## config.mk

```make
export PLATFORM = sky130hd
export DESIGN_NAME = regio_master
export DESIGN_NICKNAME = d
export VERILOG_FILES = /design/src/hw/serial_pkg.sv /design/src/hw/regio_pkg.sv /design/src/hw/clkgen.sv /design/src/hw/serial.sv /design/src/hw/cmd_decode.sv /design/src/hw/reply_collect.sv /design/src/hw/regio_master.sv
export SDC_FILE = /design/constraint.sdc
export NUM_CORES = 1
export LEC_CHECK = 0
export BUFFER_PORTS_ARGS = -buffer_cell sky130_fd_sc_hd__buf_2
export CORE_ASPECT_RATIO = 0.5
export CORE_MARGIN = 2
export CORE_UTILIZATION = 55
export CTS_CLUSTER_DIAMETER = 40
export DETAILED_ROUTE_END_ITERATION = 8
export GPL_ROUTABILITY_DRIVEN = 0
export PLACE_DENSITY = 0.8
export SYNTH_ARGS = -nofsm -noshare
export SYNTH_HDL_FRONTEND = slang
export SYNTH_SLANG_ARGS = --single-unit
```

## constraint.sdc

```tcl
create_clock -name in_clk -period 2.58 [get_ports in_clk]
set_input_delay 0 -clock in_clk [delete_from_list [all_inputs] [get_ports in_clk]]
set_output_delay 0 -clock in_clk [all_outputs]
set_load 0.1 [all_outputs]
```

## src/hw/serial_pkg.sv

```systemverilog
// line-level definitions for the three-wire shift engine
// word size, bit order, idle levels and the serial clock divider
// imported by clkgen, serial and anything that handles a raw serial word

package serial_pkg;

	// ------------------------------
	// word format
	// ------------------------------

	// bits per serial word
	localparam int WORD_BITS = 8;

	// one word as seen on the line
	typedef logic [WORD_BITS-1:0] word_t;

	// bit counter, one spare bit above the word index
	typedef logic [3:0] bitidx_t;

	// index into a word
	typedef logic [$clog2(WORD_BITS)-1:0] bitsel_t;

	// 0 sends the msb first
	localparam logic LOWBIT_FIRST = 1'b0;

	// ------------------------------
	// line levels and timing
	// ------------------------------

	// main clock cycles per serial half period
	localparam int CLK_DIV = 4;
	typedef logic [$clog2(CLK_DIV)-1:0] divcnt_t;

	// levels while no word is on the line
	localparam logic CLK_IDLE  = 1'b1;
	localparam logic DATA_IDLE = 1'b1;

	// shift engine states
	typedef enum logic {
		ready,
		transmit
	} serial_state_t;

endpackage

```

## src/hw/regio_pkg.sv

```systemverilog
// register-access definitions shared by the host side of the master
// command format, operation codes and the frame sequencer states
// the serial line itself is described in serial_pkg

package regio_pkg;

	// ------------------------------
	// register space
	// ------------------------------

	// 7-bit register address
	localparam int ADDR_BITS = 7;
	typedef logic [ADDR_BITS-1:0] addr_t;

	// 8-bit register contents
	localparam int DATA_BITS = 8;
	typedef logic [DATA_BITS-1:0] data_t;

	// position of the read flag in the address word
	localparam int READ_FLAG = 7;

	// ------------------------------
	// host command
	// ------------------------------

	// operation requested by the host
	typedef enum logic {
		op_write = 1'b0,
		op_read  = 1'b1
	} op_t;

	// one command, 16 bits
	// data is ignored for a read
	typedef struct packed {
		op_t   op;
		addr_t addr;
		data_t data;
	} cmd_t;

	// ------------------------------
	// frame sequencing
	// ------------------------------

	// address word, then data word, then wait for the line to go idle
	typedef enum logic [1:0] {
		idle,
		addr_word,
		data_word,
		finish
	} decode_state_t;

endpackage

```

## src/hw/clkgen.sv

```systemverilog
// serial clock divider
// toggles a clock level every CLK_DIV main cycles, starting high
// out_tick marks each falling edge and serves as the shift engine's clock enable

module clkgen (
	input  logic in_clk,
	input  logic in_rst,
	// divided clock level
	output logic out_sclk_level,
	// one cycle on every high-to-low toggle
	output logic out_tick
);
	import serial_pkg::*;

	// half period counter
	divcnt_t div_ctr;
	logic    wrap;

	// current level and falling-edge strobe
	logic level;
	logic tick;

	// end of a half period
	assign wrap = (div_ctr == divcnt_t'(CLK_DIV - 1));

	always_ff @(posedge in_clk) begin
		if (in_rst) begin
			div_ctr <= '0;
			level   <= 1'b1;
			tick    <= 1'b0;
		end else begin
			// tick only when the level drops
			tick <= wrap && level;
			if (wrap) begin
				div_ctr <= '0;
				level   <= ~level;
			end else begin
				div_ctr <= divcnt_t'(div_ctr + 1'b1);
			end
		end
	end

	// tick and the low level appear in the same cycle
	assign out_sclk_level = level;
	assign out_tick       = tick;

endmodule

```

## src/hw/serial.sv

```systemverilog
// bit-serial shift engine for a three-wire port
// sends one word on out_serial and samples in_serial at the same bit position
// steps only on the falling-edge tick from clkgen
// out_next_word marks the last bit; keep in_enable high to chain the next word

module serial (
	input  logic              in_clk,
	input  logic              in_rst,
	// start or continue shifting
	input  logic              in_enable,
	// word to send, read while the counter is zero
	input  serial_pkg::word_t in_parallel,
	// last bit of a word is being taken
	output logic              out_next_word,
	// no word on the line
	output logic              out_ready,
	// word received from the device
	output serial_pkg::word_t out_parallel,
	// device pins
	output logic              out_clk,
	output logic              out_serial,
	input  logic              in_serial,
	output logic              out_sel
);
	import serial_pkg::*;

	// ------------------------------
	// serial clock
	// ------------------------------
	logic sclk_level;
	logic tick;

	clkgen u_clkgen (
		.in_clk         (in_clk),
		.in_rst         (in_rst),
		.out_sclk_level (sclk_level),
		.out_tick       (tick)
	);

	// ------------------------------
	// state and bit position
	// ------------------------------
	serial_state_t state;
	serial_state_t state_next;

	bitidx_t bit_ctr;
	bitidx_t bit_ctr_next;

	// counter mapped to a word index
	bitsel_t bit_sel;
	logic    last_bit;

	// shift buffers
	word_t tx_buf;
	word_t rx_buf;
	logic  tx_bit;

	assign bit_sel = LOWBIT_FIRST ? bitsel_t'(bit_ctr)
		: bitsel_t'(bitidx_t'(WORD_BITS - 1) - bit_ctr);
	assign last_bit = (bit_ctr == bitidx_t'(WORD_BITS - 1));

	// first bit comes straight from the input
	// buffer takes the word on the tick that leaves bit zero
	assign tx_bit = (bit_ctr == '0) ? in_parallel[bit_sel] : tx_buf[bit_sel];

	// ------------------------------
	// line outputs
	// ------------------------------
	assign out_clk       = (state == transmit) ? sclk_level : CLK_IDLE;
	assign out_serial    = (state == transmit) ? tx_bit : DATA_IDLE;
	// select low while a word is on the line
	assign out_sel       = ~(state == transmit);
	assign out_ready     = (state == ready);
	assign out_next_word = tick && (state == transmit) && last_bit;
	assign out_parallel  = rx_buf;

	// next state, taken only on a tick
	always_comb begin
		state_next   = state;
		bit_ctr_next = bit_ctr;
		case (state)
			ready: begin
				bit_ctr_next = '0;
				if (in_enable) begin
					state_next = transmit;
				end
			end
			transmit: begin
				// wrap at the end of each word
				if (last_bit) begin
					bit_ctr_next = '0;
				end else begin
					bit_ctr_next = bitidx_t'(bit_ctr + 1'b1);
				end
				// host stops after the current word
				if (!in_enable) begin
					state_next = ready;
				end
			end
			default: begin
				state_next = ready;
			end
		endcase
	end

	always_ff @(posedge in_clk) begin
		if (in_rst) begin
			state   <= ready;
			bit_ctr <= '0;
		end else if (tick) begin
			state   <= state_next;
			bit_ctr <= bit_ctr_next;
		end
	end

	// data buffers
	always_ff @(posedge in_clk) begin
		if (tick) begin
			if (bit_ctr == '0) begin
				tx_buf <= in_parallel;
			end
			// device bit for the period just ending
			if (state == transmit) begin
				rx_buf[bit_sel] <= in_serial;
			end
		end
	end

endmodule

```

## src/hw/cmd_decode.sv

```systemverilog
// host command sequencer
// latches one command and feeds the shift engine an address word and a data word
// address word is the read flag over the 7-bit address; data word is zero for reads
// signals frame end once the engine is back in ready

module cmd_decode (
	input  logic              in_clk,
	input  logic              in_rst,
	// host command and strobe
	input  regio_pkg::cmd_t   in_cmd,
	input  logic              in_cmd_valid,
	// shift engine status
	input  logic              in_next_word,
	input  logic              in_ready,
	// shift engine control
	output logic              out_enable,
	output serial_pkg::word_t out_word,
	// frame status
	output logic              out_busy,
	output logic              out_is_read,
	output logic              out_frame_end
);
	import regio_pkg::*;
	import serial_pkg::*;

	decode_state_t state;
	decode_state_t state_next;

	// latched command
	cmd_t cmd_q;
	logic accept;

	// the two words of a frame
	word_t first_word;
	word_t second_word;

	// strobes while busy fall on the floor
	assign accept = (state == idle) && in_cmd_valid;

	always_comb begin
		first_word            = word_t'(cmd_q.addr);
		first_word[READ_FLAG] = (cmd_q.op == op_read);
	end
	assign second_word = (cmd_q.op == op_write) ? word_t'(cmd_q.data) : '0;

	// ------------------------------
	// engine side
	// ------------------------------
	assign out_word = (state == addr_word) ? first_word : second_word;
	// drop enable as soon as the last word ends
	assign out_enable = (state == addr_word) || ((state == data_word) && !in_next_word);

	assign out_busy      = (state != idle);
	assign out_is_read   = (cmd_q.op == op_read);
	assign out_frame_end = (state == finish) && in_ready;

	always_comb begin
		state_next = state;
		case (state)
			idle:      if (accept) state_next = addr_word;
			addr_word: if (in_next_word) state_next = data_word;
			data_word: if (in_next_word) state_next = finish;
			finish:    if (in_ready) state_next = idle;
			default:   state_next = idle;
		endcase
	end

	always_ff @(posedge in_clk) begin
		if (in_rst) begin
			state <= idle;
		end else begin
			state <= state_next;
		end
	end

	// command held for the whole frame
	always_ff @(posedge in_clk) begin
		if (accept) begin
			cmd_q <= in_cmd;
		end
	end

endmodule

```

## src/hw/reply_collect.sv

```systemverilog
// result stage of the register master
// keeps the second received word of a read frame as the reply
// pulses done at each frame end and reply_valid only for reads

module reply_collect (
	input  logic              in_clk,
	input  logic              in_rst,
	// word boundaries and received word from the engine
	input  logic              in_next_word,
	input  serial_pkg::word_t in_rx_word,
	// frame info from the decoder
	input  logic              in_is_read,
	input  logic              in_frame_end,
	// host side
	output logic              out_done,
	output regio_pkg::data_t  out_reply,
	output logic              out_reply_valid
);
	import regio_pkg::*;

	// high during the second word
	logic second;
	// one cycle after the second word ends
	logic capture;

	always_ff @(posedge in_clk) begin
		if (in_rst) begin
			second          <= 1'b0;
			capture         <= 1'b0;
			out_done        <= 1'b0;
			out_reply_valid <= 1'b0;
			out_reply       <= '0;
		end else begin
			// last bit is in the buffer by now
			capture <= in_next_word && second;
			if (in_frame_end) begin
				second <= 1'b0;
			end else if (in_next_word) begin
				second <= ~second;
			end
			// writes leave the last reply alone
			if (capture && in_is_read) begin
				out_reply <= data_t'(in_rx_word);
			end
			out_done        <= in_frame_end;
			out_reply_valid <= in_frame_end && in_is_read;
		end
	end

endmodule

```

## src/hw/regio_master.sv

```systemverilog
// three-wire register-access master
// host gives one command per frame with a strobe, waits for done
// decode, shift engine and reply capture chained here

module regio_master (
	input  logic             in_clk,
	input  logic             in_rst,
	// host command port
	input  regio_pkg::cmd_t  in_cmd,
	input  logic             in_cmd_valid,
	output logic             out_busy,
	output logic             out_done,
	output regio_pkg::data_t out_reply,
	output logic             out_reply_valid,
	// device pins, select active low
	output logic             out_sclk,
	output logic             out_sdo,
	output logic             out_sel,
	input  logic             in_sdi
);
	import serial_pkg::*;

	// ------------------------------
	// decode to engine
	// ------------------------------
	logic  enable;
	word_t tx_word;
	logic  next_word;
	logic  ready;

	// engine and decode to result
	word_t rx_word;
	logic  is_read;
	logic  frame_end;

	cmd_decode u_decode (
		.in_clk        (in_clk),
		.in_rst        (in_rst),
		.in_cmd        (in_cmd),
		.in_cmd_valid  (in_cmd_valid),
		.in_next_word  (next_word),
		.in_ready      (ready),
		.out_enable    (enable),
		.out_word      (tx_word),
		.out_busy      (out_busy),
		.out_is_read   (is_read),
		.out_frame_end (frame_end)
	);

	serial u_serial (
		.in_clk        (in_clk),
		.in_rst        (in_rst),
		.in_enable     (enable),
		.in_parallel   (tx_word),
		.out_next_word (next_word),
		.out_ready     (ready),
		.out_parallel  (rx_word),
		.out_clk       (out_sclk),
		.out_serial    (out_sdo),
		.in_serial     (in_sdi),
		.out_sel       (out_sel)
	);

	reply_collect u_reply (
		.in_clk          (in_clk),
		.in_rst          (in_rst),
		.in_next_word    (next_word),
		.in_rx_word      (rx_word),
		.in_is_read      (is_read),
		.in_frame_end    (frame_end),
		.out_done        (out_done),
		.out_reply       (out_reply),
		.out_reply_valid (out_reply_valid)
	);

endmodule

```

== Word-level counts from Yosys, hierarchy flattened ==
Cells that the tools add are included.

* Output and inout bits: 14
* Bits of input ports: 20
* Register bits: 55

* Order comparisons: 2
* Bitwise gates (word level): 3
* Muxes and demuxes: 20
* Reduce and logical (&&, ||, !) cells: 20
* Equality and inequality tests: 9
* $add $sub $neg: 3

{| class="wikitable"
|+ Operators with widths
! kind !! number
|-
| two-way mux 8 bit || 2
|-
| logical AND 1 bit || 10
|-
| bitwise mux 8 bit || 1
|-
| two-way mux 2 bit || 4
|-
| case mux 2 bit (4 select lines) || 1
|-
| case mux 4 bit (2 select lines) || 1
|-
| two-way mux 1 bit || 7
|-
| binary-select mux 1 bit (select 3 bit) || 2
|-
| equality test 2 bit, second input constant || 3
|-
| inequality test 2 x 1 -> 1 bit, second input constant || 3
|-
| adder 4 x 1 -> 4 bit, second input constant || 1
|-
| equality test 4 x 3 -> 1 bit, second input constant || 1
|-
| logical NOT 4 bit || 1
|-
| less-than comparator 3 x 4 -> 1 bit, second input constant || 1
|-
| two-way mux 4 bit || 1
|-
| AND reduction 2 bit || 2
|-
| AND reduction 4 bit || 1
|-
| OR reduction 2 bit || 2
|-
| demux 1 bit (select 3 bit) || 1
|-
| >= comparator 3 x 1 -> 1 bit, second input constant || 1
|-
| NOT 1 bit || 3
|-
| subtractor 3 bit, first input constant || 1
|-
| adder 2 x 1 -> 2 bit, second input constant || 1
|-
| equality test 2 x 1 -> 1 bit, second input constant || 1
|-
| 5 further kinds || 5
|}

== Depth between registers and ports, before layout ==
Gate-level depths: netlist of run 1.

* Word-level depth: 6
* Mapped depth: 7
* Gate-level depth less buffers: 6

== Modules after synthesis ==
Synthesis of run 1 repeated with hierarchy kept, for this count alone.

* Cells, all modules: 190
* Area total of the unflattened synthesis: 2,353.5 µm²

{| class="wikitable"
|+ By module, submodules not included
! module !! cells an instance !! area each (µm²) !! times used
|-
| serial || 78 || 958.4 || 1
|-
| cmd_decode || 54 || 777.0 || 1
|-
| reply_collect || 47 || 491.7 || 1
|-
| clkgen || 11 || 126.4 || 1
|}

== Least setup slack after synthesis of run 1 ==
OpenSTA, ideal clock, no wires.

* Path type: register to output
* Start: reg u_serial.bit_ctr[0]
* End: out out_sdo
* Data required time: 2,580 ps
* Cell stages (with the launch flop): 7
* Buffers on the path: 1
* Arrival: 2,243 ps
* Path slack: 337 ps
* Cell sequence: dfxtp_1 clkbuf_2 clkinv_8 ha_1 nor3b_1 or4_1 nand4_1

* Longest elaborated chain between the ends: 5
* Elaborated cells between the ends (all ways): 8

{| class="wikitable"
|+ RTL lines
! item !! line !! text
|-
| start: declaration || serial.sv:46 || <nowiki>bitidx_t bit_ctr;</nowiki>
|-
| start signal: assignment || serial.sv:112 || <nowiki>bit_ctr <= bit_ctr_next;</nowiki>
|-
| subtractor 3 bit || serial.sv:59 || <nowiki>: bitsel_t'(bitidx_t'(WORD_BITS - 1) - bit_ctr);</nowiki>
|-
| binary-select mux 1 bit (select 3 bit) || serial.sv:64 || <nowiki>assign tx_bit = (bit_ctr == '0) ? in_parallel[bit_sel] : tx_buf[bit_sel];</nowiki>
|-
| two-way mux 1 bit (implied by the code) || serial.sv:64 ||
|-
| two-way mux 1 bit (*) || serial.sv:64 ||
|-
| two-way mux 1 bit (*) || serial.sv:70 || <nowiki>assign out_serial = (state == transmit) ? tx_bit : DATA_IDLE;</nowiki>
|-
| end: declaration || regio_master.sv:17 || <nowiki>output logic out_sdo,</nowiki>
|}

Mark *: on every way between the ends. The rest lies on a longest branch, timed or not. The select of a mux whose other input is x is not followed.

== Final worst setup path of run 1 ==
Ends and elaborated chain as after synthesis.

==> results.tsv, run 1 <==
metric	value	unit
crit path from	u_serial.bit_ctr[0]	
slew of the pin with the lowest slew margin	0.672	ns
Finish-stage setup viols	0	
final count of hold timing violations	0	
Synth area leaders	edfxtp_1 (43%), dfxtp_1 (20%), ha_1 (4.4%)	
reg2reg start	u_serial.bit_ctr[1]	
Die W	94.7	µm
worst-path maximum fanout	9	
number of remaining DRC errors	0	
clk sinks	55	
critical path arrival	2.35	ns
clk_skew	0.00437	ns
Setup Total Neg Slack	0	ns
most frequent cells in the layout	buf_2 (33), edfxtp_1 (32), dfxtp_1 (22)	
Num CTS Buffers	5	
final max-slew violation count	0	
area grow syn2layout	20.1	%
internal power	1.39	mW
Combinational Power Share	0.230	
Max Buffers Root-to-Sink	2	
area leader, netlist	edfxtp_1	
Post-Layout Cell Count	296	
total routed wirelength	4100	µm
Period Utilization, post-route	0.909	
RSZ-0062 raised after global routing	no	
FILL cells	315	
share of cells above drive strength 1	0.198	
# IOs	34	
Sw Ratio	0.311	
core area	0.00392	mm²
most common cell after layout, fill and taps aside	buf_2	
Die Area	0.00467	mm²
Initial DRC Count	88	
Worst setup SP type	flip-flop	
row count	16	
effective utilization at floorplan	0.576	
warnings from Yosys	0	
status	finished clean	
vias in the first global route	1535	
H-tree Lvls	2	
total track usage	0.196	
hold_sp	in_rst	
ys flop type	edfxtp_1	
Pre-Repair DR Iteration Count	4	
mapped cell area	0.00226	mm²
grt ovf	0	
Yosys cell types	42	
net count of the mapped netlist	221	
syn avg cell area	11.7	µm²
CP Class	reg -> out	
post-synth top area share	0.425	
Final ANT Viol Nets	0	
Die Ht	49.3	µm
Critical Path Sink Type	output port	
min-delay worst type	in -> reg	
Reg clk slew, reported paths	0.09	ns
Post-synth EDFFs	32	
first-pass GRT wire length	6950	µm
Clk pwr share	0.225	
register area share after synthesis	0.629	
IO buf count	33	
sequential power share	0.545	
fin crit period	2.35	ns
Final HPWL DP	2620	µm
fin nets	269	
DP Cell Count	271	
antenna violations before repair	0	
Avg WL per Cell	13.8	µm
CTS tree	yes	
Via density	5.39	
Leakage Power	0.989	nW
Root Driver	clkbuf_8	
largest net degree at the start of global routing	23	
clock insertion delay at the later pin of the skew report	0.30	ns
Required @ worst endpoint	2.58	ns
number of max-cap violations	0	
Psw	0.630	mW
synthesized flop and latch total	55	
Rel. slew slack	0.552	
Post-Syn Instances	193	
Diodes inserted	0	
asr flop ratio synth	0	
Pwr Density	746	mW/mm²
Highest Clock Rate	426	MHz
maximum VDD drop	0.452	mV
via count	1594	
[worst max-delay path: stages, from the launching register on]
cell and delay, ns:
dfxtp_2 0.48, clkinv_8 0.09, ha_1 0.20, nor3b_1 0.18, or4_1 0.55, nand4_1 0.11
buf_2 0.43
[cell usage after synthesis, types with 2 or more instances]
cell type and n:
a22o_1 6, nand2_1 19, nor3b_1 3, inv_1 6, ha_1 8, edfxtp_1 32
clkbuf_1 7, nor2b_1 3, a2111oi_0 2, and2_1 3, nand3_1 11, a21oi_1 13
nand2b_1 4, nand4_1 2, nor2_1 12, o21ai_0 6, nor3_1 9, dfxtp_1 23
[final timing paths]
check                                               endpoint  slack [ns]  depth (start not counted)
worst min-delay path              u_serial.u_clkgen.out_tick        0.09                          2
worst max-delay path                                 out_sdo        0.23                          6
worst min register to register  u_serial.u_clkgen.div_ctr[0]        0.44                          1
worst max register to register            u_serial.tx_buf[4]        0.69                          4
[registers in the layout, summed over array words and instances, names as in the netlist]
| signal | count |
|---|---|
| u_reply.capture | 1 |
| u_reply.out_reply | 8 |
| u_serial.out_parallel | 8 |
| u_reply.out_done | 1 |
| u_serial.u_clkgen.div_ctr | 2 |
| u_decode.cmd_q | 15 |
| u_serial.tx_buf | 8 |
| u_serial.u_clkgen.out_tick | 1 |
| u_serial.bit_ctr | 4 |
| u_reply.out_reply_valid | 1 |
| u_serial.u_clkgen.out_sclk_level | 1 |
| u_decode.state | 2 |
| u_reply.second | 1 |
| u_serial.state | 1 |
| u_decode.out_is_read | 1 |
[through the flow]
stage	hold WS (ns)	power (mW)	setup slack, ns	utilization	instance area (µm²)
after floorplan	0.0767	1.46	0.337	-	2260
after global placement	0.177	1.54	0.502	0.625	2450
after detailed placement	0.178	1.56	0.437	0.625	2450
after CTS	0.0829	2.03	0.0885	0.691	2710
after global routing	0.0961	2.15	0.0323	0.692	2720
final	0.0946	2.03	0.234	0.692	2720
[power by group through the flow]
| stage | Combinational (mW) | Sequential, mW | Clock (mW) |
|---|---|---|---|
| global placement | 0.423 | 1.11 | 0 |
| detailed placement | 0.440 | 1.12 | 0 |
| floorplan | 0.350 | 1.11 | 0 |
| CTS | 0.462 | 1.10 | 0.467 |
| global route | 0.512 | 1.11 | 0.523 |
| finish | 0.465 | 1.10 | 0.456 |
[kinds of logic (layout without fill, tap and decap cells)]
kind of cell / count (synthesis) / in the layout / share of synthesized area
buffers and inverters: 17 / 66 / 0.0382
and+or+nand+nor: 73 / 73 / 0.161
muxes: 2 / 2 / 0.0149
DFF: 55 / 55 / 0.629
AOI/OAI and AO/OA: 38 / 38 / 0.113
adders and majority gates: 8 / 8 / 0.0443
[cell type report]
cell class,instances,area [µm²],area share
clock buffers,5,68.8,0.0253
clock inverters,3,18.8,0.00691
inverters,7,38.8,0.0143
multi-input cells,121,756,0.278
flip-flops and latches,55,1420,0.524
well taps,54,67.6,0.0249
repair buffers,51,343,0.126
[layer usage]
| layer | vias to the layer above | global-route usage | part of all wire |
|---|---|---|---|
| li1 | 798 | - | - |
| met1 | 737 | 0.245 | 0.43 |
| met3 | 8 | 0.0696 | 0.074 |
| met4 | 0 | 0.0604 | 0.015 |
| met5 | - | 0 | 0 |
| met2 | 51 | 0.322 | 0.49 |
[what timing repair did]
item	CTS	global route
setup endpoints to repair	0	1
resized for setup	0	2
hold buffers	17	0
setup buffers	0	0
hold endpoints to repair	24	0
Power figures use the tool's default switching activity.
==> run 2, diff against run 1 <==
- CAP_MARGIN: unset -> 20
- SETUP_SLACK_MARGIN: unset -> 0.5
- SYNTH_HIERARCHICAL: unset -> 1
==> run 2 against run 1 <==
Against the previous run:
- wire length is 6.4% higher
- sequential power hardly changed
- flip-flop and latch count stayed put
- via count is 3.1% lower
- core utilization is 3.6 points higher
- count of clock-buffer cells in the layout is 1 higher
- critical path depth is 3 higher
- clock skew is 0.0083 ns higher
- synthesized cell count is 1.6% lower
- non-clock buffer count is 8 higher
- global-route usage is 0.40 points higher
- critical endpoint unchanged
==> results.tsv, run 2 <==
metric	value	unit	change
H-tree Lvls	2		unchanged
worst-path maximum fanout	6		-3
# IOs	34		unchanged
fin nets	271		+0.74%
number of remaining DRC errors	0		unchanged
core area	0.00400	mm²	+2.0%
Finish-stage setup viols	0		unchanged
final max-slew violation count	0		unchanged
warnings from Yosys	6		+6
syn avg cell area	12.4	µm²	+5.7%
Num CTS Buffers	5		unchanged
most frequent cells in the layout	buf_2 (32), edfxtp_1 (32), dfxtp_1 (20)		
placed cell area	0.00251	mm²	+2.5%
Avg WL per Cell	14.6	µm	+5.4%
Root Driver	clkbuf_8		
Post-Layout Cell Count	299		+1.0%
Critical Path Sink Type	output port		
crit path from	u_decode/state[1]		
Hold Slack	0.0976	ns	+0.00301 ns
register area share after synthesis	0.604		-0.0247
clk sinks	55		unchanged
antenna violations before repair	0		unchanged
DP Cell Count	266		-1.8%
total track usage	0.200		+0.00403
Yosys cell types	42		unchanged
asr flop ratio synth	0		unchanged
post-synth top area share	0.408		-0.0167
Die Area	0.00485	mm²	+3.8%
clk_skew	0.0127	ns	+0.00831 ns
area grow syn2layout	23.8	%	
critical path arrival	2.12	ns	-0.23 ns
largest register by flop count	u_decode/cmd_q		
post-layout power	2.25	mW	+11%
IO buf count	33		unchanged
Diodes inserted	0		unchanged
Leakage Power	1.10	nW	+11%
area leader, netlist	edfxtp_1		
status	finished clean		
Post-Syn Instances	190		-1.6%
via count	1545		-3.1%
largest net degree at the start of global routing	25		+8.7%
pre-CTS setup slack	0.214	ns	-0.223 ns
maximum VDD drop	0.550	mV	+22%
effective utilization at floorplan	0.588		+0.0116
share of cells above drive strength 1	0.290		+0.0914
Required @ worst endpoint	2.58	ns	about the same
CP Class	reg -> out		
Rel. slew slack	0.648		+0.0957
Via density	5.17		-4.0%
vias in the first global route	1478		-3.7%
Largest register FFs	15		unchanged
grt ovf	0		unchanged
Die W	96.5	µm	+1.9%
final core occ	0.728		+0.0358
fin area	0.00291	mm²	+7.3%
Final ANT Viol Nets	0		unchanged
most frequent cell after synthesis	edfxtp_1		
synthesized flop and latch total	55		unchanged
mapped cell area	0.00235	mm²	+4.1%
slew of the pin with the lowest slew margin	0.528	ns	-0.144 ns
Final HPWL DP	2610	µm	-0.52%
RSZ-0062 raised after global routing	yes		
Setup Total Neg Slack	0	ns	unchanged
first-pass GRT wire length	7140	µm	+2.8%
number of max-cap violations	0		unchanged
fin crit period	2.12	ns	-0.222 ns
hold_sp	in_cmd_valid		
clock insertion delay at the later pin of the skew report	0.32	ns	+0.02 ns
Worst setup SP type	flip-flop		
Initial DRC Count	77		-13%
Period Utilization, post-route	0.823		-0.0861
net count of the mapped netlist	217		-1.8%
Reg clk slew, reported paths	0.09	ns	about the same
ys flop type	edfxtp_1		
row count	16		unchanged
Pwr Density	774	mW/mm²	+3.7%
Synth area leaders	edfxtp_1 (41%), dfxtp_1 (20%), ha_1 (3.7%)		
reg2reg start	u_serial/bit_ctr[1]		
total routed wirelength	4360	µm	+6.4%
Pre-Repair DR Iteration Count	4		unchanged
Max Buffers Root-to-Sink	2		unchanged
Die Ht	50.3	µm	+1.9%
Commonest cells post-synth	edfxtp_1 (32), dfxtp_1 (23), nor2_1 (13)		
min-delay worst type	in -> reg		
Highest Clock Rate	471	MHz	+10%
final count of hold timing violations	0		unchanged
Post-synth EDFFs	32		unchanged
CTS tree	yes		
Setup WS post-layout	0.456	ns	+0.222 ns
==> run 2: cell type report <==
| class | count | area [µm²] |
|---|---|---|
| repair buffers | 59 | 425 |
| flip-flops and latches | 55 | 1430 |
| well taps | 54 | 67.6 |
| multi-input cells | 116 | 860 |
| fillers | 269 | 1090 |
| inverters | 7 | 26.3 |
| clock inverters | 2 | 37.5 |
| clock buffers | 6 | 72.6 |
==> run 2: per-layer routing <==
metal,GRT usage,vias up,share of wire
met5,0,-,0
met4,0.0775,0,0.016
met3,0.0556,8,0.049
met2,0.323,42,0.45
met1,0.258,714,0.48
li1,-,781,-
==> run 2: cells by family (layout without fill, tap and decap cells) <==
group,count (synthesis),count (layout),synth area share
flip-flops,55,55,0.604
multiplexers,8,8,0.0409
AO/OA/AOI/OAI,38,38,0.125
adder cells (fa/ha/maj),7,7,0.0372
buffers and inverters,19,74,0.0505
XOR/XNOR,1,1,0.00372
AND/OR/NAND/NOR,62,62,0.139
==> run 2: worst paths after layout <==
path / endpoint / slack (ns) / depth (start not counted)
max: out_sdo / 0.46 / 9
min: u_decode/state[1] / 0.1 / 3
max reg2reg: u_serial/state / 0.73 / 7
min reg2reg: u_serial/u_clkgen/div_ctr[0] / 0.43 / 1
==> run 2: critical path, cell delays in order (launching register included) <==
cell	delay (ns)
dfxtp_2	0.35
inv_2	0.05
ha_4	0.18
buf_4	0.16
nand2_1	0.08
o21ai_2	0.06
mux4_2	0.45
a21oi_2	0.19
o31ai_4	0.10
buf_12	0.18
==> run 2: what timing repair did <==
action | CTS | global route
gates resized for setup | 17 | 3
hold buffers | 17 | 0
setup buffers | 7 | 1
setup endpoints to repair | 1 | 10
endpoints found under the hold margin | 24 | 0
pin swaps | 2 | 1
==> run 2: power breakdown <==
group	switching, mW	internal (mW)	leakage (nW)
Sequential	0.0410	1.05	0.485
Combinational	0.343	0.252	0.562
Clock	0.283	0.290	0.0514
Total	0.666	1.59	1.10
